`config.mk`:
```
export PLATFORM = sky130hd
export DESIGN_NAME = load_store_mixer
export DESIGN_NICKNAME = d
export VERILOG_FILES = /design/src/hdl/mem_pkg.sv /design/src/hdl/load_store_mixer.sv
export SDC_FILE = /design/constraint.sdc
export NUM_CORES = 1
export LEC_CHECK = 0
export BUFFER_PORTS_ARGS = -buffer_cell sky130_fd_sc_hd__buf_2
export CAP_MARGIN = 30
export CORE_AREA = 2 2 88 90
export DETAILED_ROUTE_END_ITERATION = 10
export DIE_AREA = 0 0 90 92
export GPL_ROUTABILITY_DRIVEN = 0
export SLEW_MARGIN = 15
export SYNTH_ARGS = -nofsm -noshare
export SYNTH_HDL_FRONTEND = slang
export SYNTH_SLANG_ARGS = --single-unit
```
`constraint.sdc`:
```
create_clock -name clk_i -period 1.7 [get_ports clk_i]
set_input_delay 0.17 -clock clk_i [delete_from_list [all_inputs] [get_ports clk_i]]
set_output_delay 0.17 -clock clk_i [all_outputs]
set_load 0.01 [all_outputs]
```
`src/hdl/mem_pkg.sv`:
```
// ~~~~~~~~~~~~~~~~~~~~~~~~~~~~~~~~~~~~~~~~~~~~~~~~~~~~~~~~~~~~~~~~~~~~~~~~~
// memory-side constants and the request/grant structs
// all accesses are full words, there are no byte enables and no error response
// wen is high for a read, as on the existing request/grant fabric
// ~~~~~~~~~~~~~~~~~~~~~~~~~~~~~~~~~~~~~~~~~~~~~~~~~~~~~~~~~~~~~~~~~~~~~~~~~

package mem_pkg;

  // word addressing, so MEM_AW bits cover the whole scratch memory
  localparam int unsigned MEM_AW    = 8;
  localparam int unsigned MEM_DW    = 32;
  localparam int unsigned MEM_WORDS = 2 ** MEM_AW;

  // master to slave; hold req until gnt is seen in the same cycle
  typedef struct packed {
    logic              req;
    logic              wen;   // 1: read, 0: write
    logic [MEM_AW-1:0] add;   // word address
    logic [MEM_DW-1:0] data;  // write data, ignored on reads
  } mem_req_t;

  // slave to master
  // r_valid pulses one cycle after a granted read
  typedef struct packed {
    logic              gnt;
    logic              r_valid;
    logic [MEM_DW-1:0] r_data;
  } mem_rsp_t;

endpackage

```
`src/hdl/load_store_mixer.sv`:
```
// ~~~~~~~~~~~~~~~~~~~~~~~~~~~~~~~~~~~~~~~~~~~~~~~~~~~~~~~~~~~~~~~~~~~~~~~~~
// two-channel round-robin mux of load and store onto one memory port
// request to gnt is combinational; every read response goes to the load side,
// so the store channel must only ever issue writes
// ~~~~~~~~~~~~~~~~~~~~~~~~~~~~~~~~~~~~~~~~~~~~~~~~~~~~~~~~~~~~~~~~~~~~~~~~~
`timescale 1ns/1ps

module load_store_mixer import mem_pkg::*; (
  input  logic     clk_i,
  input  logic     rst_ni,
  input  mem_req_t load_req,
  output mem_rsp_t load_rsp,
  input  mem_req_t store_req,
  output mem_rsp_t store_rsp,
  output mem_req_t out_req,
  input  mem_rsp_t out_rsp
);

  logic rr_q;      // 0: load has priority, 1: store has priority
  logic store_win;
  logic hs;        // granted handshake on the memory port

  // priority only matters when both channels request
  always_comb begin
    if (load_req.req && store_req.req)
      store_win = rr_q;
    else
      store_win = store_req.req;
  end

  assign out_req = store_win ? store_req : load_req;
  assign hs      = out_req.req & out_rsp.gnt;

  // counter moves past the winner on each handshake
  always_ff @(posedge clk_i or negedge rst_ni) begin
    if (!rst_ni)
      rr_q <= 1'b0;
    else if (hs)
      rr_q <= ~store_win;
  end

  always_comb begin
    load_rsp  = '0;
    store_rsp = '0;

    load_rsp.gnt  = out_rsp.gnt & load_req.req & ~store_win;
    store_rsp.gnt = out_rsp.gnt & store_win;

    // reads only come from the load channel
    load_rsp.r_valid = out_rsp.r_valid;
    load_rsp.r_data  = out_rsp.r_data;
  end

  // the refused channel keeps its request and wins the next granted cycle
  a_rr_alternate : assert property (@(posedge clk_i) disable iff (!rst_ni)
    hs && load_req.req && store_req.req |=>
      !out_rsp.gnt || (store_win != $past(store_win)))
    else $error("refused channel did not win the next cycle");

  // a response must trace back to a read granted in the previous cycle
  a_rvalid_after_read : assert property (@(posedge clk_i) disable iff (!rst_ni)
    out_rsp.r_valid |-> $past(hs && out_req.wen && !store_win))
    else $error("r_valid without a granted load read");

endmodule

```
* Word level (Yosys, flattened, before mapping) *
Index checks and enable logic that the tools add are counted.

cells by class
  muxes and demuxes = 2
  bitwise operators = 5
  reductions and logical operators = 1

operators by type and width
  operator             count
  $mux W42             1
  $and A1 B1 Y1        4
  $logic_and A1 B1 Y1  1
  $mux W1              1
  $not A1 Y1           1

word-level totals
  bits in registers = 1
  bits of input ports = 120
  logic and storage cells = 9

* Depth between registers and ports, before layout *
Gate-level depths: netlist of the first run.

  depth after elaboration = 4
  depth in mapped cells = 4

* Worst setup path after synthesis of the first run *
Ideal clock, no wire load.

  path kind = reg-to-output
  from = reg rr_q
  to = out out_req[10] (netlist bit)
  arrival = 1160 ps
  required time = 1530 ps
  slack = 370 ps
  cell stages (with the launch flop) = 4
  path buffers = 1
  path through = dfrtp_1 -> o21ai_4 -> buf_6 -> mux2_2

RTL lines
  item                    line                    source
  from (decl)             load_store_mixer.sv:19  logic rr_q;
  from (signal assigned)  load_store_mixer.sv:39  rr_q <= ~store_win;
  to (decl)               load_store_mixer.sv:15  output mem_req_t out_req,

==> results of run 1 <==
## through the flow
| step | setup WS [ns] | power, mW | utilization [%] |
|---|---|---|---|
| 6_report | 0.206 | 0.528 | 20.5 |
| 5_1_grt | 0.138 | 0.574 | 20.5 |
| 4_1_cts | 0.196 | 0.536 | 20.5 |
| 3_5_place_dp | 0.199 | 0.532 | 20.3 |
| 3_3_place_gp | 0.207 | 0.528 | 20.3 |
| 2_1_floorplan | 0.370 | 0.460 | - |
## final cells by class
class                           instances  area, um^2  area share [%]
Inverter                                2        7.51           0.492
Sequential cell                         1        25.0            1.64
Timing Repair Buffer                  133         701            45.9
Tap cell                              102         128            8.37
Multi-Input combinational cell         80         664            43.6
## what timing repair did
| action | in CTS | in global routing |
|---|---|---|
| setup buffers | 0 | 0 |
| hold buffers | 1 | 0 |
| hold endpoints to repair | 1 | 0 |
## worst reg2reg max path, delay by kind of cell (launching register included)
kind	cells	cell delay (ns)
AO/OA/AOI/OAI	2	0.18
flip-flops	1	0.40
## layout by cell type, fill, tap and decap left out
cell,instances
a211oi_1,1
a21oi_1,1
a31oi_1,1
buf_12,2
buf_2,130
conb_1,33
dfrtp_1,1
dlygate4sd3_1,1
inv_1,2
mux2_2,32
mux2_4,9
nor2_1,1
o21ai_4,1
or2_2,1
## per-layer routing
metal	vias to the layer above	global-route usage (%)	share of wire (%)
met3	20	1.07	13
met4	0	2.05	3.3
met5	-	0	0
li1	497	-	-
met2	96	12.7	52
met1	454	7.00	32
## power groups by stage
stage / registers (mW) / logic, mW / clock network, mW
2_1_floorplan: 0.0350 / 0.425 / 0
4_1_cts: 0.0356 / 0.500 / 0
3_3_place_gp: 0.0353 / 0.493 / 0
5_1_grt: 0.0369 / 0.537 / 0
6_report: 0.0356 / 0.493 / 0
3_5_place_dp: 0.0356 / 0.497 / 0
## cells by family (layout without fill, tap and decap cells)
| logic type | Yosys count | in the layout |
|---|---|---|
| buf+inv | 72 | 135 |
| simple gates | 2 | 2 |
| mux | 41 | 41 |
| other cells | 1 | 33 |
| flops | 1 | 1 |
| compound gates | 4 | 4 |
## synth_stat cells, drive strengths merged
cell	instances	area (um^2)
a21oi	1	5.00
a211oi	1	7.51
conb	1	3.75
nor2	1	3.75
o21ai	1	16.3
buf	70	541
or2	1	6.26
inv	2	7.51
a31oi	1	6.26
dfrtp	1	25.0
mux2	41	495
## how the worst max path moves through the flow
stage,startpoint,endpoint,slack [ns]
after global routing,rr_q$_DFFE_PN0P_,out_req[4],0.14
after CTS,rr_q$_DFFE_PN0P_,out_req[27],0.20
after detailed placement,rr_q$_DFFE_PN0P_,out_req[27],0.20
after floorplan,rr_q$_DFFE_PN0P_,out_req[10],0.37
after global placement,rr_q$_DFFE_PN0P_,out_req[29],0.21
final,rr_q$_DFFE_PN0P_,out_req[28],0.21
==> impl_metrics.csv, run 1 <==
group,metric,value,unit
pwr,power-per-cell-area,346,nW/um^2
hold_path,hold_depth,0,
sta,report.final.slew_viol_count,0,
worst_setup_path,crit_end_category,"primary output",
run_status,status,"complete, no violations",
worst_setup_path,setup.reg_to_reg.worst_slack,0.98,ns
logic_synthesis,yosys.area_share.simple,0.896,%
worst_setup_path,number_of_cells_on_the_critical_path,4,
placed_design,numPlacedInstances,317,
grt,grt_use_total,6.47,%
finish,final_cells,318,
pwr,power.clock.fraction,0,%
drt,drtPass1Iterations,4,
sta,final_hold_viol_count,0,
finish,syn_to_final_growth,36.5,%
worst_setup_path,r2r_cells,2,
floorplan,die_width,90,um
floorplan,chipHeight,92,um
worst_setup_path,timing.critical_path.cells,"o21ai_4 > buf_12 > mux2_2 > buf_2",
worst_setup_path,timing.critical_path.buf_inv,2,
clocking,cts.reportedPaths.clkPinSlew,0,ns
pwr,power.share.sequential,6.7,%
finish,filler_cell_count,838,
sta,fin_tns_setup,0,ns
logic_synthesis,post_synth_fa_ha_maj_area_fraction,0,%
finish,largest_reg_flops,1,
worst_setup_path,critical_path_class,"register to primary output",
floorplan,start_util,15.0,%
floorplan,design.portCount,230,
placed_design,dpl-instance-area,1520,um^2
worst_setup_path,cp-start-kind,"register",
clocking,worst_skew_pair.late_latency,0,ns
sta,max_freq,669,MHz
drt,postRouteAntennaNets,0,
logic_synthesis,synthDistinctLibCells,13,
drt,drt_iter0_drc,12,
logic_synthesis,dominant_combinational_cell_family_by_area_after_synthesis,"buffers and inverters",
drt,wire_per_inst,10.2,um
grt,first_global_vias,954,
worst_setup_path,r2r_end,"rr_q$_DFFE_PN0P_",
floorplan,core,7450,um^2
logic_synthesis,syn_area_per_cell,9.23,um^2
worst_setup_path,crit_path_max_incr_delay,0.40,ns
finish,post_route_cells_drive_above_1_share,81.0,%
grt,gr-total-overflow,0,
finish,layout_top_registers,"rr_q: 1 flops",
grt,antenna_found_initial,0,
worst_setup_path,crit_fanout,23,
clocking,post_cts_resize_count,0,
finish,nNetsFinal,338,
grt,largest_net_degree_at_the_start_of_global_routing,24,
worst_setup_path,critical_path_arrival,1.32,ns
hold_path,worst_hold_path.endpoint,"load_rsp[23]",
floorplan,std_cell_rows,32,
hold_path,worstHoldPathType,"input pin to primary output",
finish,top_register,"rr_q",
logic_synthesis,synth_mux_area_share,44.3,%
floorplan,fp.dieArea,8280,um^2
logic_synthesis,synth_compound_gate_area_share,3.14,%
placed_design,place.port_buffers,130,
logic_synthesis,count_of_mapped_cells_out_of_synthesis,121,
pwr,cellLeakagePower,0.881,nW
job,max-cap-violations,0,
finish,summed_area_of_non_filler_cells_in_the_final_layout,1530,um^2
pwr,vdd.ir_drop.worst,0.0776,mV
hold_path,worst_hold_startpoint,"out_rsp[23]",
drt,routed_wirelength,3.23,mm
pwr,p_int,0.301,mW
logic_synthesis,netlist_area,1120,um^2
sta,period_minus_slack,1.49,ns
logic_synthesis,synthXorXnorAreaFrac,0,%
logic_synthesis,ys_seq_area_share,2.24,%
drt,drc,0,
worst_setup_path,worst_path_max_delay_cell,"dfrtp_1",
logic_synthesis,ffs_latches_synth,1,
pwr,p_sw_share,42.9,%
pwr,power_frac_comb,93.3,%
finish,num_antenna_cells,0,
worst_setup_path,r2r_start,"rr_q$_DFFE_PN0P_",
worst_setup_path,path_delay_family,"flip-flops",
logic_synthesis,synth-warning-count,0,
sta,min_hold_slack,0.340,ns
sta,setup_repair_after_global_routing_missed_its_margin,"no",
grt,grt_first_pass_wirelength,4.54,mm
sta,clock-skew-final,0,ns
drt,drt-vias-per-instance,3.36,
pwr,switchingPower,0.227,mW
placed_design,dpl_hpwl,2.91,mm
drt,route.vias.total,1067,
sta,setup_violations,0,
sta,post-route-period-util,87.9,%
worst_setup_path,crit_required,1.53,ns
No activity file was read; power rests on OpenSTA's default activity.
==> run 2, diff against run 1 <==
Settings changed: PLACE_DENSITY_LB_ADDON set to 0.12.
==> impl_metrics.csv, run 2 (synthesized netlist as in run 1, its figures left out) <==
group,metric,value,unit
drt,wire_per_inst,10.3,um
drt,drc,0,
drt,routed_wirelength,3.27,mm
sta,clock-skew-final,0,ns
worst_setup_path,timing.critical_path.cells,"o21ai_4 > buf_12 > mux2_2 > buf_2",
sta,max_freq,661,MHz
worst_setup_path,crit_fanout,25,
floorplan,design.portCount,230,
hold_path,worstHoldPathType,"input pin to primary output",
clocking,cts.reportedPaths.clkPinSlew,0,ns
clocking,cts-hold-fix-buffers,1,
finish,layout.core_utilization,20.5,%
pwr,power-per-cell-area,346,nW/um^2
grt,antenna_found_initial,1,
drt,drt_iter0_drc,4,
sta,setup_repair_after_global_routing_missed_its_margin,"no",
drt,routedLengthMet1,1.07,mm
drt,detailroute.wirelength.met3,439,um
job,max-cap-violations,0,
clocking,worst_skew_pair.late_latency,0,ns
grt,largest_net_degree_at_the_start_of_global_routing,26,
drt,route.vias.total,1053,
worst_setup_path,cp-start-kind,"register",
finish,post_route_cells_drive_above_1_share,81.0,%
finish,layout.cells.most_common_list,"130 x buf_2, 33 x conb_1, 32 x mux2_2",
worst_setup_path,crit_end_category,"primary output",
worst_setup_path,critical_path_class,"register to primary output",
finish,layout_top_registers,"rr_q: 1 flops",
floorplan,fp.dieArea,8280,um^2
grt,grt_first_pass_wirelength,4.37,mm
floorplan,start_util,15.0,%
grt,grt_use_total,6.40,%
drt,postRouteAntennaNets,0,
worst_setup_path,setup.reg_to_reg.worst_slack,0.97,ns
finish,top_register,"rr_q",
drt,wire_length_on_met2,1.65,mm
sta,post-route-period-util,89.0,%
clocking,post_cts_resize_count,0,
drt,drtPass1Iterations,3,
placed_design,post-place-ws,0.191,ns
finish,largest_reg_flops,1,
sta,layout_setup_ws,0.187,ns
finish,syn_to_final_growth,36.5,%
run_status,status,"complete, no violations",
finish,num_antenna_cells,0,
sta,final_hold_viol_count,0,
floorplan,chipHeight,92,um
finish,mostFrequentLayoutCell,"buf_2",
drt,maxUsedRoutingLayer,"met4",
sta,report.final.slew_viol_count,0,
worst_setup_path,crit_path_max_incr_delay,0.41,ns
finish,nNetsFinal,338,
pwr,vdd.ir_drop.worst,0.0858,mV
grt,gr-total-overflow,0,
placed_design,place.port_buffers,130,
sta,fin_tns_setup,0,ns
clocking,post_cts.repair.setup_buffers,0,
pwr,cellLeakagePower,0.881,nW
sta,period_minus_slack,1.51,ns
worst_setup_path,critical_path_arrival,1.34,ns
worst_setup_path,worst_path_max_delay_cell,"dfrtp_1",
floorplan,die_width,90,um
sta,setup_violations,0,
placed_design,dpl_hpwl,2.98,mm
floorplan,core,7450,um^2
drt,drt-vias-per-instance,3.31,
grt,first_global_vias,874,
floorplan,std_cell_rows,32,
worst_setup_path,crit_required,1.53,ns
==> run 2: cell counts in the layout (fill, tap and decap cells not counted) <==
No cell type changed its count.
==> run 2: layer usage <==
metal,up-vias,track usage [%]
li1,497,-
met5,-,0
met3,24,1.81
met2,93,12.2
met4,0,2.44
met1,439,6.60
==> run 2: power breakdown <==
part | switching, mW | leakage (nW) | internal (mW)
Combinational | 0.219 | 0.870 | 0.272
Sequential | 0.00706 | 0.0112 | 0.0289
Clock | 0 | 0 | 0
Total | 0.226 | 0.881 | 0.301
==> run 2: critical path: cells and delay by family (launching register included) <==
family / cells / cell delay (ns)
AO/OA/AOI/OAI: 1 / 0.21
multiplexers: 1 / 0.35
buffers and inverters: 2 / 0.36
flip-flops: 1 / 0.41
==> run 2: layout make-up <==
class                      count  area, um^2
fill                         858        5920
timing repair buffer         133         701
multi-input combinational     80         664
tap                          102         128
sequential                     1        25.0
inverter                       2        7.51
==> run 2: worst paths after layout <==
path,startpoint,cells past startpoint,to
max,rr_q$_DFFE_PN0P_,4,out_req[31]
max reg2reg,rr_q$_DFFE_PN0P_,2,rr_q$_DFFE_PN0P_
min in group asynchronous,rst_ni,2,rr_q$_DFFE_PN0P_
max in group asynchronous,rst_ni,2,rr_q$_DFFE_PN0P_
min,out_rsp[20],0,load_rsp[20]
min reg2reg,rr_q$_DFFE_PN0P_,1,rr_q$_DFFE_PN0P_
==> run 2: through the flow <==
| stage | hold slack [ns] | power (mW) | instance area (um^2) | instances |
|---|---|---|---|---|
| 2_1_floorplan | -0.126 | 0.460 | 1240 | 153 |
| 3_3_place_gp | -0.0530 | 0.535 | 1520 | 317 |
| 3_5_place_dp | -0.0524 | 0.535 | 1520 | 317 |
| 4_1_cts | 0.340 | 0.538 | 1530 | 318 |
| 5_1_grt | 0.340 | 0.569 | 1530 | 318 |
| 6_report | 0.340 | 0.528 | 1530 | 318 |
