==> src/hdl/mem_pkg.sv <==
// ~~~~~~~~~~~~~~~~~~~~~~~~~~~~~~~~~~~~~~~~~~~~~~~~~~~~~~~~~~~~~~~~~~~~~~~~~
// memory-side constants and the request/grant structs
// all accesses are full words, there are no byte enables and no error response
// wen is high for a read, as on the existing request/grant fabric
// ~~~~~~~~~~~~~~~~~~~~~~~~~~~~~~~~~~~~~~~~~~~~~~~~~~~~~~~~~~~~~~~~~~~~~~~~~

package mem_pkg;

  // word addressing, so MEM_AW bits cover the whole scratch memory
  localparam int unsigned MEM_AW    = 8;
  localparam int unsigned MEM_DW    = 32;
  localparam int unsigned MEM_WORDS = 2 ** MEM_AW;

  // master to slave; hold req until gnt is seen in the same cycle
  typedef struct packed {
    logic              req;
    logic              wen;   // 1: read, 0: write
    logic [MEM_AW-1:0] add;   // word address
    logic [MEM_DW-1:0] data;  // write data, ignored on reads
  } mem_req_t;

  // slave to master
  // r_valid pulses one cycle after a granted read
  typedef struct packed {
    logic              gnt;
    logic              r_valid;
    logic [MEM_DW-1:0] r_data;
  } mem_rsp_t;

endpackage

==> src/hdl/stream_pkg.sv <==
// ~~~~~~~~~~~~~~~~~~~~~~~~~~~~~~~~~~~~~~~~~~~~~~~~~~~~~~~~~~~~~~~~~~~~~~~~~
// stream beat and job descriptor used by both streamers
// a job length of zero is not supported, len must be 1 .. MEM_WORDS
// ~~~~~~~~~~~~~~~~~~~~~~~~~~~~~~~~~~~~~~~~~~~~~~~~~~~~~~~~~~~~~~~~~~~~~~~~~

package stream_pkg;

  import mem_pkg::*;

  localparam int unsigned FIFO_DEPTH = 4;
  localparam int unsigned FIFO_PW    = $clog2(FIFO_DEPTH);     // pointer width
  localparam int unsigned FIFO_CW    = $clog2(FIFO_DEPTH + 1); // occupancy width

  typedef struct packed {
    logic [MEM_DW-1:0] data;
  } beat_t;

  // one extra len bit so a full-memory job fits
  typedef struct packed {
    logic [MEM_AW-1:0] base;
    logic [MEM_AW:0]   len;
  } job_t;

endpackage

==> src/hdl/load_streamer.sv <==
// ~~~~~~~~~~~~~~~~~~~~~~~~~~~~~~~~~~~~~~~~~~~~~~~~~~~~~~~~~~~~~~~~~~~~~~~~~
// reads job.len words from job.base and sends them out as a stream
// reads in flight never exceed the free fifo space, so responses always fit
// the address wraps at the top of memory; start is ignored while busy
// ~~~~~~~~~~~~~~~~~~~~~~~~~~~~~~~~~~~~~~~~~~~~~~~~~~~~~~~~~~~~~~~~~~~~~~~~~
`timescale 1ns/1ps

module load_streamer import mem_pkg::*, stream_pkg::*; (
  input  logic     clk_i,
  input  logic     rst_ni,
  input  job_t     job,
  input  logic     start,
  output logic     busy,
  output logic     done,
  output mem_req_t mem_req,
  input  mem_rsp_t mem_rsp,
  output beat_t    out_beat,
  output logic     out_valid,
  input  logic     out_ready
);

  logic              busy_q, done_q;
  logic [MEM_AW-1:0] addr_q;
  logic [MEM_AW:0]   issue_left_q, beats_left_q;
  logic [FIFO_CW-1:0] inflight_q, fifo_free;
  logic              issue, pop, last_beat, fifo_in_ready;
  beat_t             rd_beat;

  assign mem_req.req  = busy_q & (issue_left_q != '0) & (fifo_free > inflight_q);
  assign mem_req.wen  = 1'b1;
  assign mem_req.add  = addr_q;
  assign mem_req.data = '0;

  assign issue     = mem_req.req & mem_rsp.gnt;
  assign pop       = out_valid & out_ready;
  assign last_beat = busy_q & pop & (beats_left_q == 1);
  assign rd_beat.data = mem_rsp.r_data;

  always_ff @(posedge clk_i or negedge rst_ni) begin
    if (!rst_ni) begin
      busy_q       <= 1'b0;
      done_q       <= 1'b0;
      addr_q       <= '0;
      issue_left_q <= '0;
      beats_left_q <= '0;
      inflight_q   <= '0;
    end else begin
      done_q <= last_beat;
      if (start && !busy_q) begin
        busy_q       <= 1'b1;
        addr_q       <= job.base;
        issue_left_q <= job.len;
        beats_left_q <= job.len;
      end else begin
        if (last_beat)
          busy_q <= 1'b0;
        if (issue) begin
          addr_q       <= addr_q + 1'b1;
          issue_left_q <= issue_left_q - 1'b1;
        end
        if (busy_q && pop)
          beats_left_q <= beats_left_q - 1'b1;
      end
      if (issue != mem_rsp.r_valid)
        inflight_q <= issue ? inflight_q + 1'b1 : inflight_q - 1'b1;
    end
  end

  stream_fifo #(.payload_t(beat_t)) u_fifo (
    .clk_i     (clk_i),
    .rst_ni    (rst_ni),
    .in_data   (rd_beat),
    .in_valid  (mem_rsp.r_valid),
    .in_ready  (fifo_in_ready),
    .out_data  (out_beat),
    .out_valid (out_valid),
    .out_ready (out_ready),
    .free      (fifo_free)
  );

  assign busy = busy_q;
  assign done = done_q;

  // credit scheme holds across memory latency
  a_rsp_fits : assert property (@(posedge clk_i) disable iff (!rst_ni)
    mem_rsp.r_valid |-> fifo_in_ready)
    else $error("read response arrived with the fifo full");

endmodule

==> src/hdl/stream_fifo.sv <==
// ~~~~~~~~~~~~~~~~~~~~~~~~~~~~~~~~~~~~~~~~~~~~~~~~~~~~~~~~~~~~~~~~~~~~~~~~~
// valid/ready fifo of FIFO_DEPTH entries, no fall-through
// a word pushed in one cycle is visible at the output in the next
// ~~~~~~~~~~~~~~~~~~~~~~~~~~~~~~~~~~~~~~~~~~~~~~~~~~~~~~~~~~~~~~~~~~~~~~~~~
`timescale 1ns/1ps

module stream_fifo import stream_pkg::*; #(
  parameter type payload_t = logic
) (
  input  logic               clk_i,
  input  logic               rst_ni,
  input  payload_t           in_data,
  input  logic               in_valid,
  output logic               in_ready,
  output payload_t           out_data,
  output logic               out_valid,
  input  logic               out_ready,
  output logic [FIFO_CW-1:0] free
);

  payload_t           buf_q [FIFO_DEPTH];
  logic [FIFO_PW-1:0] wr_ptr_q, rd_ptr_q;
  logic [FIFO_CW-1:0] cnt_q;
  logic               push, pop;

  assign in_ready  = (cnt_q != FIFO_CW'(FIFO_DEPTH));
  assign out_valid = (cnt_q != '0);
  assign push      = in_valid & in_ready;
  assign pop       = out_valid & out_ready;
  assign out_data  = buf_q[rd_ptr_q];
  assign free      = FIFO_CW'(FIFO_DEPTH) - cnt_q;

  always_ff @(posedge clk_i or negedge rst_ni) begin
    if (!rst_ni) begin
      wr_ptr_q <= '0;
      rd_ptr_q <= '0;
      cnt_q    <= '0;
    end else begin
      if (push)
        wr_ptr_q <= (wr_ptr_q == FIFO_PW'(FIFO_DEPTH - 1)) ? '0 : wr_ptr_q + 1'b1;
      if (pop)
        rd_ptr_q <= (rd_ptr_q == FIFO_PW'(FIFO_DEPTH - 1)) ? '0 : rd_ptr_q + 1'b1;
      if (push != pop)
        cnt_q <= push ? cnt_q + 1'b1 : cnt_q - 1'b1;
    end
  end

  always_ff @(posedge clk_i) begin
    if (push)
      buf_q[wr_ptr_q] <= in_data; // payload only, no reset
  end

  // a beat offered to a full fifo is not pushed, so it must stay offered unchanged
  a_no_push_full : assert property (@(posedge clk_i) disable iff (!rst_ni)
    in_valid && (cnt_q == FIFO_CW'(FIFO_DEPTH)) |=> in_valid && $stable(in_data))
    else $error("beat offered to a full fifo was dropped");

endmodule

==> config.mk <==
export PLATFORM = sky130hd
export DESIGN_NAME = load_streamer
export DESIGN_NICKNAME = d
export VERILOG_FILES = /design/src/hdl/mem_pkg.sv /design/src/hdl/stream_pkg.sv /design/src/hdl/load_streamer.sv /design/src/hdl/stream_fifo.sv
export SDC_FILE = /design/constraint.sdc
export NUM_CORES = 1
export LEC_CHECK = 0
export BUFFER_PORTS_ARGS = -buffer_cell sky130_fd_sc_hd__buf_4
export CAP_MARGIN = 0
export CORE_UTILIZATION = 58
export CTS_BUF_LIST = sky130_fd_sc_hd__clkbuf_8
export DETAILED_ROUTE_END_ITERATION = 8
export GPL_TIMING_DRIVEN = 0
export PLACE_DENSITY_LB_ADDON = 0.12
export SLEW_MARGIN = 30
export SYNTH_ARGS = -nofsm -noshare
export SYNTH_HDL_FRONTEND = slang
export SYNTH_SLANG_ARGS = --single-unit
==> constraint.sdc <==
create_clock -name clk_i -period 3.3 [get_ports clk_i]
set_input_delay 0.66 -clock clk_i [delete_from_list [all_inputs] [get_ports clk_i]]
set_output_delay 0.66 -clock clk_i [all_outputs]
set_load 0.05 [all_outputs]
Yosys cells after proc, flatten, opt, wreduce, memory -nomap -nowiden
Memory sizes are Yosys's and may differ from the RTL's.
Index checks and enable logic that the tools add are counted.
{"block": "classes", "magnitude_cmp": 1, "n_mux": 14, "eq_ne": 6, "bitwise_logic": 7, "n_addsub": 10, "reduce_logical": 8}
{"cell": "$mux 9", "n": 4}
{"cell": "$sub 9x1->9 const B", "n": 2}
{"cell": "$mux 8", "n": 2}
{"cell": "$eq 9x1->1 const B", "n": 1}
{"cell": "$reduce_bool 9->1", "n": 1}
{"cell": "$add 8x1->8 const B", "n": 1}
{"cell": "$and 1x1->1", "n": 7}
{"cell": "$add 3x1->3 const B", "n": 2}
{"cell": "$mux 3", "n": 2}
{"cell": "$reduce_bool 2->1", "n": 3}
{"cell": "$sub 3x1->3 const B", "n": 2}
{"cell": "$add 2x1->2 const B", "n": 2}
{"cell": "$eq 2x2->1 const B", "n": 2}
{"cell": "$mux 1", "n": 4}
{"cell": "$mux 2", "n": 2}
{"cell": "$gt 3x3->1", "n": 1}
{"cell": "$ne 3x3->1 const B", "n": 1}
{"cell": "$reduce_bool 3->1", "n": 1}
{"cell": "$sub 3x3->3 const A", "n": 1}
{"cell": "$logic_and 1x1->1", "n": 2}
{"cell": "$ne 1x1->1", "n": 2}
{"cell": "$logic_not 1->1", "n": 1}
{"block": "word_totals", "inputBits": 55, "elab_cells": 56, "ram_bits": 128, "ff_bits": 38, "mem_count": 1, "output_inout_bits": 77}
{"name": "u_fifo.buf_q", "words": 4, "width": 32, "read_ports": 1, "rd_ports_with_merged_regs": 0, "write_ports": 1, "line": "stream_fifo.sv:21", "rtl": "payload_t buf_q [FIFO_DEPTH];"}

Logic depth before layout (Yosys ltp)
{"block": "logic_depth", "ltp_word": 6, "depth_mapped": 13, "depth_no_buf": 13}

Hierarchy
A second synthesis with hierarchy kept.
{"block": "unflattened", "hier_cells": 446, "hier_area_um2": 7223.2}
{"module": "stream_fifo", "cells_each": 221, "area_each_um2": 5173.7, "n_inst": 1}
{"module": "load_streamer", "cells_each": 225, "area_each_um2": 2049.5, "n_inst": 1}

Least setup slack after synthesis
No wires, ideal clock.
{"block": "synth_timing", "path_kind": "register to output", "startpoint": "register u_fifo.cnt_q[0]", "endpoint": "output port mem_req[41] in the netlist's numbering", "path_stages_with_launch": 10, "arrival_time_ps": 2827, "required_time_ps": 2640, "slack_ps": -187, "path_cell_list": "dfrtp_1 inv_1 ha_1 ha_1 inv_1 ha_1 nand3_1 o211ai_2 clkbuf_1 nor3_1"}
{"item": "start, declared", "line": "stream_fifo.sv:23", "rtl": "logic [FIFO_CW-1:0] cnt_q;"}
{"item": "start signal, assigned", "line": "stream_fifo.sv:44", "rtl": "cnt_q <= push ? cnt_q + 1'b1 : cnt_q - 1'b1;"}
{"item": "end, declared", "line": "load_streamer.sv:15", "rtl": "output mem_req_t mem_req,"}

==> out/results.ini <==
[grt]
gr-total-overflow=0
track_usage_pct=21.89
antenna_found_initial=0
grt_max_degree=39
grt_pass1_wl_um=20770
grt_pass1_vias=4115

[routing]
wl_per_cell_um=16.45
first_pass_iters=4
drc_errors=0
vias=4089
vias_per_cell=5.242
drtIter0Drc=361
final_antenna_net_count=0
routed_wirelength_um=12830

[die]
initial_core_util_pct=59.60
io_pins=132
core_area_um2=12060
die_h_um=113.3
fp-row-count=40
die_area_um2=12840
die_width_um=113.3

[placed_design]
placed_cell_area_um2=8356
place_congestion=0.8950
place_hpwl_um=8655
port_buffers=98

[worst_hold_path]
hold_class=input pin to asynchronous set/reset pin

[clocking]
clock_latency_ns=0.44
numCtsBuffers=17
holdBufCountCts=0
clock-sinks=166
cts_root_buffer=clkbuf_8
clockBufferDepth=2
tritoncts=built
htree_levels=4
clkSlewWorstSetupHoldPaths_ns=0.08

[pwr]
power_density_nw_per_um2=1014
power_w=0.008903
leakage_nw=3.413
irDropWorstVdd_v=0.001097

[critical_path]
critPathBufInv=4
cp.required_ns=2.64
cp_top_family=adder cells
end_kind=output pin
critPathKind=flip-flop to output pin
crit_slowest_cell=dfrtp_1
cp_slowest_stage_delay_ns=0.35
arrival_ns=2.50
cp_common_cell=ha_1
crit_fanout=10
cp_cell_sequence=inv_1, ha_1, ha_1, inv_1, ha_1, a211oi_4, buf_2, nor3_4, buf_6
startpoint_type=flip-flop

[layout]
drive_gt1_share_pct=36.76
fin_area_um2=8777
nNetsFinal=674
nFillCells=781
finalCoreUtilization_pct=72.77
diodes=0
syn_to_final_growth_pct=22.11

[synthesis]
async_flop_share_pct=22.89
yosysTopAreaCell=edfxtp_1
synth-edff-count=128
syn_area_per_cell_um2=16.26
yosysMostFrequentCell=edfxtp_1
synth.cell_area_um2=7188
seq_area_frac_synth_pct=66.70
syn-instance-count=442
ys_seq_elements=166
synth_top_area_share_pct=53.47
synth_warnings=0
synthFlopType=edfxtp_1
synth_commonest_cells=edfxtp_1 (128), dfrtp_1 (38), buf_4 (33)
ys_types=48
synthTopCellsByArea=edfxtp_1 (53%), dfrtp_1 (13%), mux4_2 (10%)

[sta]
skew_ns=0.004165
setup_viol=0
maxSlewViolCount=0
fmax_ghz=0.3165
setup_tns_ns=0
fin_crit_sh_pct=95.73
hold_viol=0
worstMarginPinSlew_ns=0.6776
fin_crit_ns=3.159
relSlewSlack_pct=54.83

[job]
drv_cap=0

[outcome]
status=complete, no violations

layout by cell type, fill, tap and decap left out, types with 5 or more instances in the layout:
| cell type | netlist | layout |
|---|---|---|
| ha_1 | 16 | 16 |
| xnor2_1 | 20 | 20 |
| inv_1 | 17 | 19 |
| clkbuf_8 | 0 | 17 |
| clkbuf_1 | 13 | 11 |
| edfxtp_1 | 128 | 128 |
| nor2_1 | 19 | 19 |
| conb_1 | 2 | 33 |
| o21ai_0 | 11 | 11 |
| nor3_1 | 16 | 15 |
| nor4_1 | 8 | 8 |
| a21oi_1 | 16 | 16 |
| dfrtp_1 | 38 | 38 |
| buf_4 | 33 | 138 |
| nand2_1 | 11 | 11 |
| nor2b_1 | 5 | 5 |
| mux4_2 | 32 | 32 |
layer usage:
layer  up-vias  routed length, µm  track usage, %
li1       1925                  -               -
met1      2017               5214           27.57
met2       135               6733           36.48
met3        12                708           5.570
met4         0                172           9.123
met5         -                  0               0
state kept, by name, summed over array words and instances (netlist names):
name and cells:
addr_q 8, beats_left_q 9, done 1, busy 1, inflight_q 3, u_fifo.cnt_q 3, u_fifo.wr_ptr_q 2, u_fifo.buf_q 128
issue_left_q 9, u_fifo.rd_ptr_q 2
power by group:
group          switching (W)  total, W  internal (W)
logic                0.00275   0.00453       0.00179
clock network       0.000681   0.00125      0.000571
registers           0.000295   0.00312       0.00282
through the flow:
step	worst slack [ns]	instances	hold slack [ns]
finish	0.1408	780	0.1836
global route	-0.002804	780	0.1997
CTS	0.01499	774	0.1742
detailed placement	-0.05756	743	0.4758
global placement	-0.01831	739	0.4657
floorplan	0.2406	473	0.3644
logic make-up after synthesis:
logic type	Yosys count	share of synthesized area (%)
mux	37	10.83
other cells	2	0.1045
buf+inv	67	5.379
fa+ha+maj	18	3.342
xor+xnor	25	3.151
flops	166	66.70
simple gates	90	7.467
compound gates	37	3.029
worst reg2reg max path, stage by stage (launching register included):
cell	delay [ns]
dfrtp_1	0.35
inv_1	0.06
ha_1	0.22
ha_1	0.28
inv_1	0.04
ha_1	0.32
nand3_2	0.10
o211ai_4	0.12
nor4b_4	0.28
buf_4	0.20
inv_1	0.06
fa_1	0.37
nor2b_1	0.14
mux2i_1	0.15
xnor2_1	0.14
path summary, 6_finish.rpt:
path | slack [ns] | cells after the start | end | startpoint
setup / recovery | 0.14 | 9 | mem_req[41] | u_fifo.cnt_q[0]
min in group clk_i | 0.41 | 1 | u_fifo.buf_q[2][26] | mem_rsp[26]
setup reg to reg | 0.39 | 14 | inflight_q[2] | u_fifo.cnt_q[0]
hold / removal | 0.18 | 1 | inflight_q[0] | rst_ni
hold reg to reg | 0.49 | 1 | inflight_q[2] | inflight_q[2]
max in group asynchronous | 2.78 | 1 | addr_q[1] | rst_ni
area by class of cell:
cell class,instances,area (µm²),share of cell area (%)
Inverter,17,63.81,0.7270
Tap cell,168,210.2,2.395
Clock inverter,13,93.84,1.069
Clock buffer,17,234.0,2.666
Multi-Input combinational cell,240,2166,24.68
Buffer,50,327.8,3.735
Sequential cell,166,4795,54.63
Timing Repair Buffer,109,887.1,10.11
repair_timing:
action                     in CTS  in global routing
pin swaps                       0                  2
hold endpoints to repair        0                  0
setup endpoints to repair       2                  3
gates resized for setup         5                  6
buffers inserted                1                  6
Power figures use the tool's default switching activity.
