## config.mk

```make
export PLATFORM = sky130hd
export DESIGN_NAME = store_streamer
export DESIGN_NICKNAME = d
export VERILOG_FILES = /design/src/hdl/mem_pkg.sv /design/src/hdl/stream_pkg.sv /design/src/hdl/store_streamer.sv /design/src/hdl/stream_fifo.sv
export SDC_FILE = /design/constraint.sdc
export NUM_CORES = 1
export LEC_CHECK = 0
export BUFFER_PORTS_ARGS = -buffer_cell sky130_fd_sc_hd__clkbuf_2
export CAP_MARGIN = 5
export CORE_ASPECT_RATIO = 1.1
export CORE_MARGIN = 3
export CORE_UTILIZATION = 49
export DETAILED_ROUTE_END_ITERATION = 10
export GPL_TIMING_DRIVEN = 0
export PLACE_DENSITY = 0.77
export SKIP_CTS_REPAIR_TIMING = 1
export SYNTH_ARGS = -nofsm -noshare
export SYNTH_HDL_FRONTEND = slang
export SYNTH_SLANG_ARGS = --single-unit
```

## constraint.sdc

```tcl
create_clock -name clk_i -period 2.4 [get_ports clk_i]
set_input_delay 0.48 -clock clk_i [delete_from_list [all_inputs] [get_ports clk_i]]
set_output_delay 0.48 -clock clk_i [all_outputs]
set_load 0.02 [all_outputs]
```

## src/hdl/mem_pkg.sv

```systemverilog
// ~~~~~~~~~~~~~~~~~~~~~~~~~~~~~~~~~~~~~~~~~~~~~~~~~~~~~~~~~~~~~~~~~~~~~~~~~
// memory-side constants and the request/grant structs
// all accesses are full words, there are no byte enables and no error response
// wen is high for a read, as on the existing request/grant fabric
// ~~~~~~~~~~~~~~~~~~~~~~~~~~~~~~~~~~~~~~~~~~~~~~~~~~~~~~~~~~~~~~~~~~~~~~~~~

package mem_pkg;

  // word addressing, so MEM_AW bits cover the whole scratch memory
  localparam int unsigned MEM_AW    = 8;
  localparam int unsigned MEM_DW    = 32;
  localparam int unsigned MEM_WORDS = 2 ** MEM_AW;

  // master to slave; hold req until gnt is seen in the same cycle
  typedef struct packed {
    logic              req;
    logic              wen;   // 1: read, 0: write
    logic [MEM_AW-1:0] add;   // word address
    logic [MEM_DW-1:0] data;  // write data, ignored on reads
  } mem_req_t;

  // slave to master
  // r_valid pulses one cycle after a granted read
  typedef struct packed {
    logic              gnt;
    logic              r_valid;
    logic [MEM_DW-1:0] r_data;
  } mem_rsp_t;

endpackage

```

## src/hdl/stream_pkg.sv

```systemverilog
// ~~~~~~~~~~~~~~~~~~~~~~~~~~~~~~~~~~~~~~~~~~~~~~~~~~~~~~~~~~~~~~~~~~~~~~~~~
// stream beat and job descriptor used by both streamers
// a job length of zero is not supported, len must be 1 .. MEM_WORDS
// ~~~~~~~~~~~~~~~~~~~~~~~~~~~~~~~~~~~~~~~~~~~~~~~~~~~~~~~~~~~~~~~~~~~~~~~~~

package stream_pkg;

  import mem_pkg::*;

  localparam int unsigned FIFO_DEPTH = 4;
  localparam int unsigned FIFO_PW    = $clog2(FIFO_DEPTH);     // pointer width
  localparam int unsigned FIFO_CW    = $clog2(FIFO_DEPTH + 1); // occupancy width

  typedef struct packed {
    logic [MEM_DW-1:0] data;
  } beat_t;

  // one extra len bit so a full-memory job fits
  typedef struct packed {
    logic [MEM_AW-1:0] base;
    logic [MEM_AW:0]   len;
  } job_t;

endpackage

```

## src/hdl/store_streamer.sv

```systemverilog
// ~~~~~~~~~~~~~~~~~~~~~~~~~~~~~~~~~~~~~~~~~~~~~~~~~~~~~~~~~~~~~~~~~~~~~~~~~
// writes job.len words from the input stream to memory from job.base on
// in_ready stays low outside a job and after job.len words have been taken
// ~~~~~~~~~~~~~~~~~~~~~~~~~~~~~~~~~~~~~~~~~~~~~~~~~~~~~~~~~~~~~~~~~~~~~~~~~
`timescale 1ns/1ps

module store_streamer import mem_pkg::*, stream_pkg::*; (
  input  logic     clk_i,
  input  logic     rst_ni,
  input  job_t     job,
  input  logic     start,
  output logic     busy,
  output logic     done,
  input  beat_t    in_beat,
  input  logic     in_valid,
  output logic     in_ready,
  output mem_req_t mem_req,
  input  mem_rsp_t mem_rsp
);

  logic              busy_q, done_q;
  logic [MEM_AW-1:0] addr_q;
  logic [MEM_AW:0]   accept_left_q, write_left_q;
  logic              take, accepting, fifo_in_ready, head_valid, last_write;
  beat_t             head;

  assign accepting = busy_q & (accept_left_q != '0);
  assign in_ready  = accepting & fifo_in_ready;
  assign take      = in_valid & in_ready;

  // head of the fifo is the pending write
  assign mem_req.req  = busy_q & head_valid;
  assign mem_req.wen  = 1'b0;
  assign mem_req.add  = addr_q;
  assign mem_req.data = head.data;

  assign last_write = busy_q & mem_rsp.gnt & (write_left_q == 1);

  always_ff @(posedge clk_i or negedge rst_ni) begin
    if (!rst_ni) begin
      busy_q        <= 1'b0;
      done_q        <= 1'b0;
      addr_q        <= '0;
      accept_left_q <= '0;
      write_left_q  <= '0;
    end else begin
      done_q <= last_write;
      if (start && !busy_q) begin
        busy_q        <= 1'b1;
        addr_q        <= job.base;
        accept_left_q <= job.len;
        write_left_q  <= job.len;
      end else begin
        if (take)
          accept_left_q <= accept_left_q - 1'b1;
        if (mem_rsp.gnt) begin  // gnt only comes with our own req
          addr_q       <= addr_q + 1'b1;
          write_left_q <= write_left_q - 1'b1;
        end
        if (last_write)
          busy_q <= 1'b0;
      end
    end
  end

  stream_fifo #(.payload_t(beat_t)) u_fifo (
    .clk_i     (clk_i),
    .rst_ni    (rst_ni),
    .in_data   (in_beat),
    .in_valid  (in_valid & accepting),
    .in_ready  (fifo_in_ready),
    .out_data  (head),
    .out_valid (head_valid),
    .out_ready (mem_rsp.gnt),   // pop on grant
    .free      ()
  );

  assign busy = busy_q;
  assign done = done_q;

endmodule

```

## src/hdl/stream_fifo.sv

```systemverilog
// ~~~~~~~~~~~~~~~~~~~~~~~~~~~~~~~~~~~~~~~~~~~~~~~~~~~~~~~~~~~~~~~~~~~~~~~~~
// valid/ready fifo of FIFO_DEPTH entries, no fall-through
// a word pushed in one cycle is visible at the output in the next
// ~~~~~~~~~~~~~~~~~~~~~~~~~~~~~~~~~~~~~~~~~~~~~~~~~~~~~~~~~~~~~~~~~~~~~~~~~
`timescale 1ns/1ps

module stream_fifo import stream_pkg::*; #(
  parameter type payload_t = logic
) (
  input  logic               clk_i,
  input  logic               rst_ni,
  input  payload_t           in_data,
  input  logic               in_valid,
  output logic               in_ready,
  output payload_t           out_data,
  output logic               out_valid,
  input  logic               out_ready,
  output logic [FIFO_CW-1:0] free
);

  payload_t           buf_q [FIFO_DEPTH];
  logic [FIFO_PW-1:0] wr_ptr_q, rd_ptr_q;
  logic [FIFO_CW-1:0] cnt_q;
  logic               push, pop;

  assign in_ready  = (cnt_q != FIFO_CW'(FIFO_DEPTH));
  assign out_valid = (cnt_q != '0);
  assign push      = in_valid & in_ready;
  assign pop       = out_valid & out_ready;
  assign out_data  = buf_q[rd_ptr_q];
  assign free      = FIFO_CW'(FIFO_DEPTH) - cnt_q;

  always_ff @(posedge clk_i or negedge rst_ni) begin
    if (!rst_ni) begin
      wr_ptr_q <= '0;
      rd_ptr_q <= '0;
      cnt_q    <= '0;
    end else begin
      if (push)
        wr_ptr_q <= (wr_ptr_q == FIFO_PW'(FIFO_DEPTH - 1)) ? '0 : wr_ptr_q + 1'b1;
      if (pop)
        rd_ptr_q <= (rd_ptr_q == FIFO_PW'(FIFO_DEPTH - 1)) ? '0 : rd_ptr_q + 1'b1;
      if (push != pop)
        cnt_q <= push ? cnt_q + 1'b1 : cnt_q - 1'b1;
    end
  end

  always_ff @(posedge clk_i) begin
    if (push)
      buf_q[wr_ptr_q] <= in_data; // payload only, no reset
  end

  // a beat offered to a full fifo is not pushed, so it must stay offered unchanged
  a_no_push_full : assert property (@(posedge clk_i) disable iff (!rst_ni)
    in_valid && (cnt_q == FIFO_CW'(FIFO_DEPTH)) |=> in_valid && $stable(in_data))
    else $error("beat offered to a full fifo was dropped");

endmodule

```

# ---- After elaboration in Yosys (flattened, before gate mapping)
# Memories as Yosys holds them, arrays and structs flattened.
# Cells that the tools add are included.
dict set report word_totals {
  word_cells 50
  output_inout_bits 45
  ramBits 128
  rom_bits 0
  memories 1
  in_bits 87
  latchBits 0
  register_bits 35
}
dict set report op_classes {
  n_addsub 7
  muxes 13
  n_div 0
  n_reduce_logical 7
  bitwise_logic 9
  multipliers 0
  eq_ne 5
  shift 0
  n_lt_le_gt_ge 0
}
# memory words width rd rd_ports_with_merged_regs write_ports line
set memory_table {}
lappend memory_table {u_fifo.buf_q 4 32 1 0 1 stream_fifo.sv:21} ;# payload_t buf_q [FIFO_DEPTH];
# operator count
set ops {}
lappend ops {{9-bit two-way mux} 4}
lappend ops {{9-bit by 1-bit subtractor with 9-bit output (second input constant)} 2}
lappend ops {{8-bit two-way mux} 2}
lappend ops {{1-bit AND} 9}
lappend ops {{9-bit by 1-bit equality test with 1-bit output (second input constant)} 1}
lappend ops {{9-bit nonzero test} 1}
lappend ops {{8-bit by 1-bit adder with 8-bit output (second input constant)} 1}
lappend ops {{2-bit nonzero test} 3}
lappend ops {{2-bit by 1-bit adder with 2-bit output (second input constant)} 2}
lappend ops {{2-bit equality test (second input constant)} 2}
lappend ops {{1-bit two-way mux} 4}
lappend ops {{2-bit two-way mux} 2}
lappend ops {{3-bit by 1-bit adder with 3-bit output (second input constant)} 1}
lappend ops {{3-bit two-way mux} 1}
lappend ops {{3-bit != test (second input constant)} 1}
lappend ops {{3-bit nonzero test} 1}
lappend ops {{3-bit by 1-bit subtractor with 3-bit output (second input constant)} 1}
lappend ops {{1-bit logical AND} 1}
lappend ops {{1-bit zero test} 1}
lappend ops {{1-bit != test} 1}

# ---- Logic depth before layout (Yosys ltp)
dict set report depth {
  word_depth 6
  ltp_mapped 11
  depth_no_buf 10
}

# ---- Modules after synthesis
# A second synthesis with hierarchy kept.
dict set report hier_totals {
  cells_unflattened 385
  area_unflattened_um2 6718.9
}
# mod cells_each seq_area_each_um2 area_each_um2 n_inst
set by_module_without_submodules {}
lappend by_module_without_submodules {stream_fifo 221 4018.9 5173.7 1}
lappend by_module_without_submodules {store_streamer 164 700.7 1545.2 1}

# ---- Worst setup path after synthesis
# Ideal clock, no wire load.
dict set report synth_timing {
  path_type {reg-to-reg}
  from {register accept_left_q[0]}
  to {memory u_fifo.buf_q[0][0] (netlist bit), enable pin}
  arrival_time_ns 2.042
  synth_period_minus_slack_ns 2.434
  path_buffers 1
  setup_slack_ns -0.034
  path_stages_with_launch 7
  cell_sequence {dfrtp_1 -> inv_1 -> ha_1 -> or4b_4 -> nand2b_4 -> clkbuf_1 -> and3_1}
}
dict set report synth_between {
  elab_chain_len 6
}
# item line
set synth_rtl {}
lappend synth_rtl {{start, declared} store_streamer.sv:23} ;# logic [MEM_AW:0] accept_left_q, write_left_q;
lappend synth_rtl {{start signal, assigned} store_streamer.sv:51} ;# accept_left_q <= job.len;
lappend synth_rtl {{start signal, assigned} store_streamer.sv:55} ;# accept_left_q <= accept_left_q - 1'b1;
lappend synth_rtl {{9-bit nonzero test} store_streamer.sv:27} ;# assign accepting = busy_q & (accept_left_q != '0);
lappend synth_rtl {{1-bit AND} store_streamer.sv:27}
lappend synth_rtl {{1-bit AND} store_streamer.sv:70} ;# .in_valid (in_valid & accepting),
lappend synth_rtl {{1-bit AND} stream_fifo.sv:28} ;# assign push = in_valid & in_ready;
lappend synth_rtl {{1-bit two-way mux} stream_fifo.sv:49} ;# if (push)
lappend synth_rtl {{1-bit two-way mux (not written as such)} stream_fifo.sv:50} ;# buf_q[wr_ptr_q] <= in_data;
lappend synth_rtl {{end, declared} stream_fifo.sv:21}
# No other way between the ends.

# ---- Worst setup path in the final report
dict set report layout_timing {
  from {register accept_left_q[1]}
  to {output port in_ready}
}
dict set report layout_between {
  elab_chain_len 3
}
# item line
set layout_rtl {}
lappend layout_rtl {{9-bit nonzero test} store_streamer.sv:27}
lappend layout_rtl {{1-bit AND} store_streamer.sv:27}
lappend layout_rtl {{1-bit AND} store_streamer.sv:28} ;# assign in_ready = accepting & fifo_in_ready;
lappend layout_rtl {{end, declared} store_streamer.sv:16} ;# output logic in_ready,
# No other way between the ends.

==> flow_metrics.py <==
metrics = {
    "run_status": {
        "outcome": "finished, violations left",
        "violations": "setup timing",
    },
    "placed_design": {
        "place_area_um2": 7230,
        "dp_hpwl_um": 7960,
        "dp_slack_ns": -0.177,
        "io_buffers": 97,
        "gp_congestion": 0.794,
    },
    "sta": {
        "fmax_mhz": 390,
        "finalWorstSetupSlack_ns": -0.161,
        "max-slew-margin-rel_pct": 41.3,
        "tightest_slew_ns": 0.880,
        "rsz0062_at_grt": "yes",
        "finalSetupTns_ns": -0.161,
        "min_period_over_period_pct": 107,
        "finalCriticalPeriod_ns": 2.56,
        "setup_viol": 1,
        "drv_slew": 0,
        "hold_viol": 0,
        "hold_ws_ns": 0.172,
        "finalClockSkew_ns": 0.00718,
    },
    "global_routing": {
        "antenna_found_initial": 0,
        "track_usage_pct": 17.8,
        "grt_max_degree": 36,
        "grt_pass1_vias": 3726,
        "grt_pass1_wl_um": 19500,
        "overflow": 0,
    },
    "floorplanning": {
        "rows": 43,
        "start_util_pct": 50.9,
        "die_h_um": 127,
        "io_pins": 132,
        "die_area_um2": 14800,
        "dieWidth_um": 116,
        "core_region_area_um2": 12900,
    },
    "power": {
        "net-switching-power_uw": 3320,
        "p_leak_uw": 0.00301,
        "powerDensity_nw_per_um2": 1310,
        "internal_power_uw": 7270,
        "ir_worst_vdd_uv": 596,
        "clkPwrFrac_pct": 28.3,
        "switching_share_pct": 31.4,
        "combPwrFrac_pct": 31.8,
        "seq_power_share_pct": 39.9,
        "p_total_uw": 10600,
    },
    "drt": {
        "drt-pass1-iter-count": 5,
        "wl_per_cell_um": 18.8,
        "drt_first_iter_violations": 263,
        "drc": 0,
        "ant_nets": 0,
        "totalWireLength_um": 12400,
        "routed_via_density": 5.58,
        "vias": 3691,
    },
    "cells_and_area": {
        "drive_gt1_share_pct": 38.7,
        "antenna_cells": 0,
        "finalInstanceArea_um2": 8060,
        "nFillCells": 927,
        "area_delta_synth_final_pct": 23.1,
        "finalNetCount": 588,
    },
    "clocking": {
        "numClockSinks": 163,
        "cts_tree": "done",
        "insertion_delay_ns": 0.42,
        "clock_path_buffers": 2,
        "clkTransAtPathRegs_ns": 0.06,
        "htreeDepth": 4,
        "cts_root_buffer": "clkbuf_16",
        "numCtsBuffers": 17,
    },
    "synth": {
        "yosysUniqueCellTypes": 47,
        "synth_largest_area_cell": "edfxtp_1",
        "syn_avg_cell_area_um2": 17.8,
        "syn-cell-area_um2": 6550,
        "yosysTopAreaCellShare_pct": 58.7,
        "ys_warn_count": 0,
        "synth-seq-cells": 163,
        "synth_edf_count": 128,
        "seq_area_frac_synth_pct": 72.1,
        "synth_area_leaders": "edfxtp_1 59%, dfrtp_1 13%, mux4_2 11%",
        "syn-instance-count": 367,
        "ys.flop_type": "edfxtp_1",
        "synthArstFlopShare_pct": 21.5,
        "synth_fp_nets": 464,
    },
    "hold_path": {
        "hold_path_class": "in2async",
    },
    "worst_setup_path": {
        "cp_cell_sequence": "inv_2 -> ha_4 -> or4b_4 -> nand2b_4 -> buf_6 -> and3_4 -> buf_6",
        "path_max_fanout": 3,
        "rrSetupSlack_ns": 0.02,
        "cp.arrival_ns": 2.08,
        "critPathMaxStageDelay_ns": 0.47,
        "startpoint_type": "register",
        "endpoint_kind": "output port",
        "crit_top_cell": "buf_6",
        "rr_worst_depth": 9,
        "r2r_start": "accept_left_q[1]$_DFFE_PN0P_",
        "cp_slowest_cell": "or4b_4",
        "critPathKind": "reg2out",
        "worstPathRequired_ns": 1.92,
        "r2r_end": "u_fifo.cnt_q[1]$_DFFE_PN0P_",
    },
    "job": {
        "drv_cap": 0,
    },
}
[layout by cell type, fill, tap and decap left out, types with 3 or more instances in the layout]
master and n:
edfxtp_1 128, clkbuf_2 98, dfrtp_1 35, mux4_2 32, nand2_1 20, clkbuf_16 17, nor2_1 16, o21ai_0 16
a21oi_1 13, xor2_1 13, buf_4 11, xnor2_1 9, ha_1 8, clkbuf_1 6, bufinv_16 6, inv_1 5
and3_4 5, nand4_1 5, nor3_1 4, buf_6 3, nor4bb_1 3, nand3_1 3, clkinvlp_4 3
[state kept, by name, indices dropped and copies added, names as in the netlist]
register / cells
u_fifo.rd_ptr_q: 2
addr_q: 8
busy: 1
done: 1
accept_left_q: 9
u_fifo.wr_ptr_q: 2
u_fifo.buf_q: 128
write_left_q: 9
u_fifo.cnt_q: 3
[routing by layer]
metal  share of wire, %  wire length [µm]  vias to the layer above  track usage [%]
met1                 40              5020                     1882             21.9
li1                   -                 -                     1680                -
met2                 53              6550                      112             29.0
met5                  0                 0                        -                0
met3                5.1               637                       17             6.21
met4                1.6               204                        0             6.96
[layout make-up]
class / count / area (µm²) / share of cell area (%)
Clock buffer: 18 / 429 / 5.33
Clock inverter: 14 / 234 / 2.90
Buffer: 15 / 125 / 1.55
Tap cell: 157 / 196 / 2.44
Timing Repair Buffer: 107 / 567 / 7.03
Sequential cell: 163 / 4720 / 58.6
Inverter: 8 / 35.0 / 0.435
Multi-Input combinational cell: 179 / 1750 / 21.8
[synthesized netlist by cell type, drive strengths merged, types with 4 or more instances]
master	instances
xnor2	10
nand2	20
ha	9
dfrtp	35
edfxtp	128
inv	7
and3	7
nor3	4
mux4	32
nor2	16
a21oi	13
o21ai	17
buf	6
nand4	5
xor2	13
clkbuf	11
[power by group through the flow]
stage | clock network, µW | registers [µW] | logic, µW
floorplan | 0 | 4220 | 2200
global placement | 0 | 4190 | 3130
detailed placement | 0 | 4250 | 3200
CTS | 3050 | 4210 | 3210
global route | 3170 | 4310 | 3670
finish | 3000 | 4230 | 3370
[critical path: cells and delay by family, from the launching register on]
kind	cells	cell delay, ns
adder cells (fa/ha/maj)	1	0.13
AND/OR/NAND/NOR	3	0.79
buffers and inverters	3	0.33
flip-flops	1	0.40
[metrics by stage]
step | utilization (%) | instances
6_report | 62.7 | 661
5_1_grt | 62.7 | 661
4_1_cts | 61.4 | 653
3_5_place_dp | 56.2 | 621
3_3_place_gp | 56.2 | 621
2_1_floorplan | - | 367
[how the worst max path moves through the flow]
stage	start	endpoint	slack, ns	cells past startpoint
floorplan	accept_left_q[0]$_DFFE_PN0P_	u_fifo.cnt_q[1]$_DFFE_PN0P_	0.06	9
global placement	accept_left_q[0]$_DFFE_PN0P_	u_fifo.buf_q[2][19]$_DFFE_PP_	-0.19	6
detailed placement	accept_left_q[0]$_DFFE_PN0P_	u_fifo.buf_q[0][6]$_DFFE_PP_	-0.18	6
CTS	u_fifo.rd_ptr_q[0]$_DFFE_PN0P_	mem_req[22]	-0.53	4
global route	accept_left_q[1]$_DFFE_PN0P_	in_ready	-0.23	7
finish	accept_left_q[1]$_DFFE_PN0P_	in_ready	-0.16	7
[kinds of logic after synthesis]
kind of cell	count (synthesis)	share of synthesized area [%]
DFF	163	72.1
buffers and inverters	25	1.74
muxes	35	11.5
AOI/OAI and AO/OA	38	3.42
and+or+nand+nor	72	5.95
xor gates and xnor gates	23	3.19
other	1	0.0573
adders and majority gates	10	2.03
No activity file was read; power rests on OpenSTA's default activity.
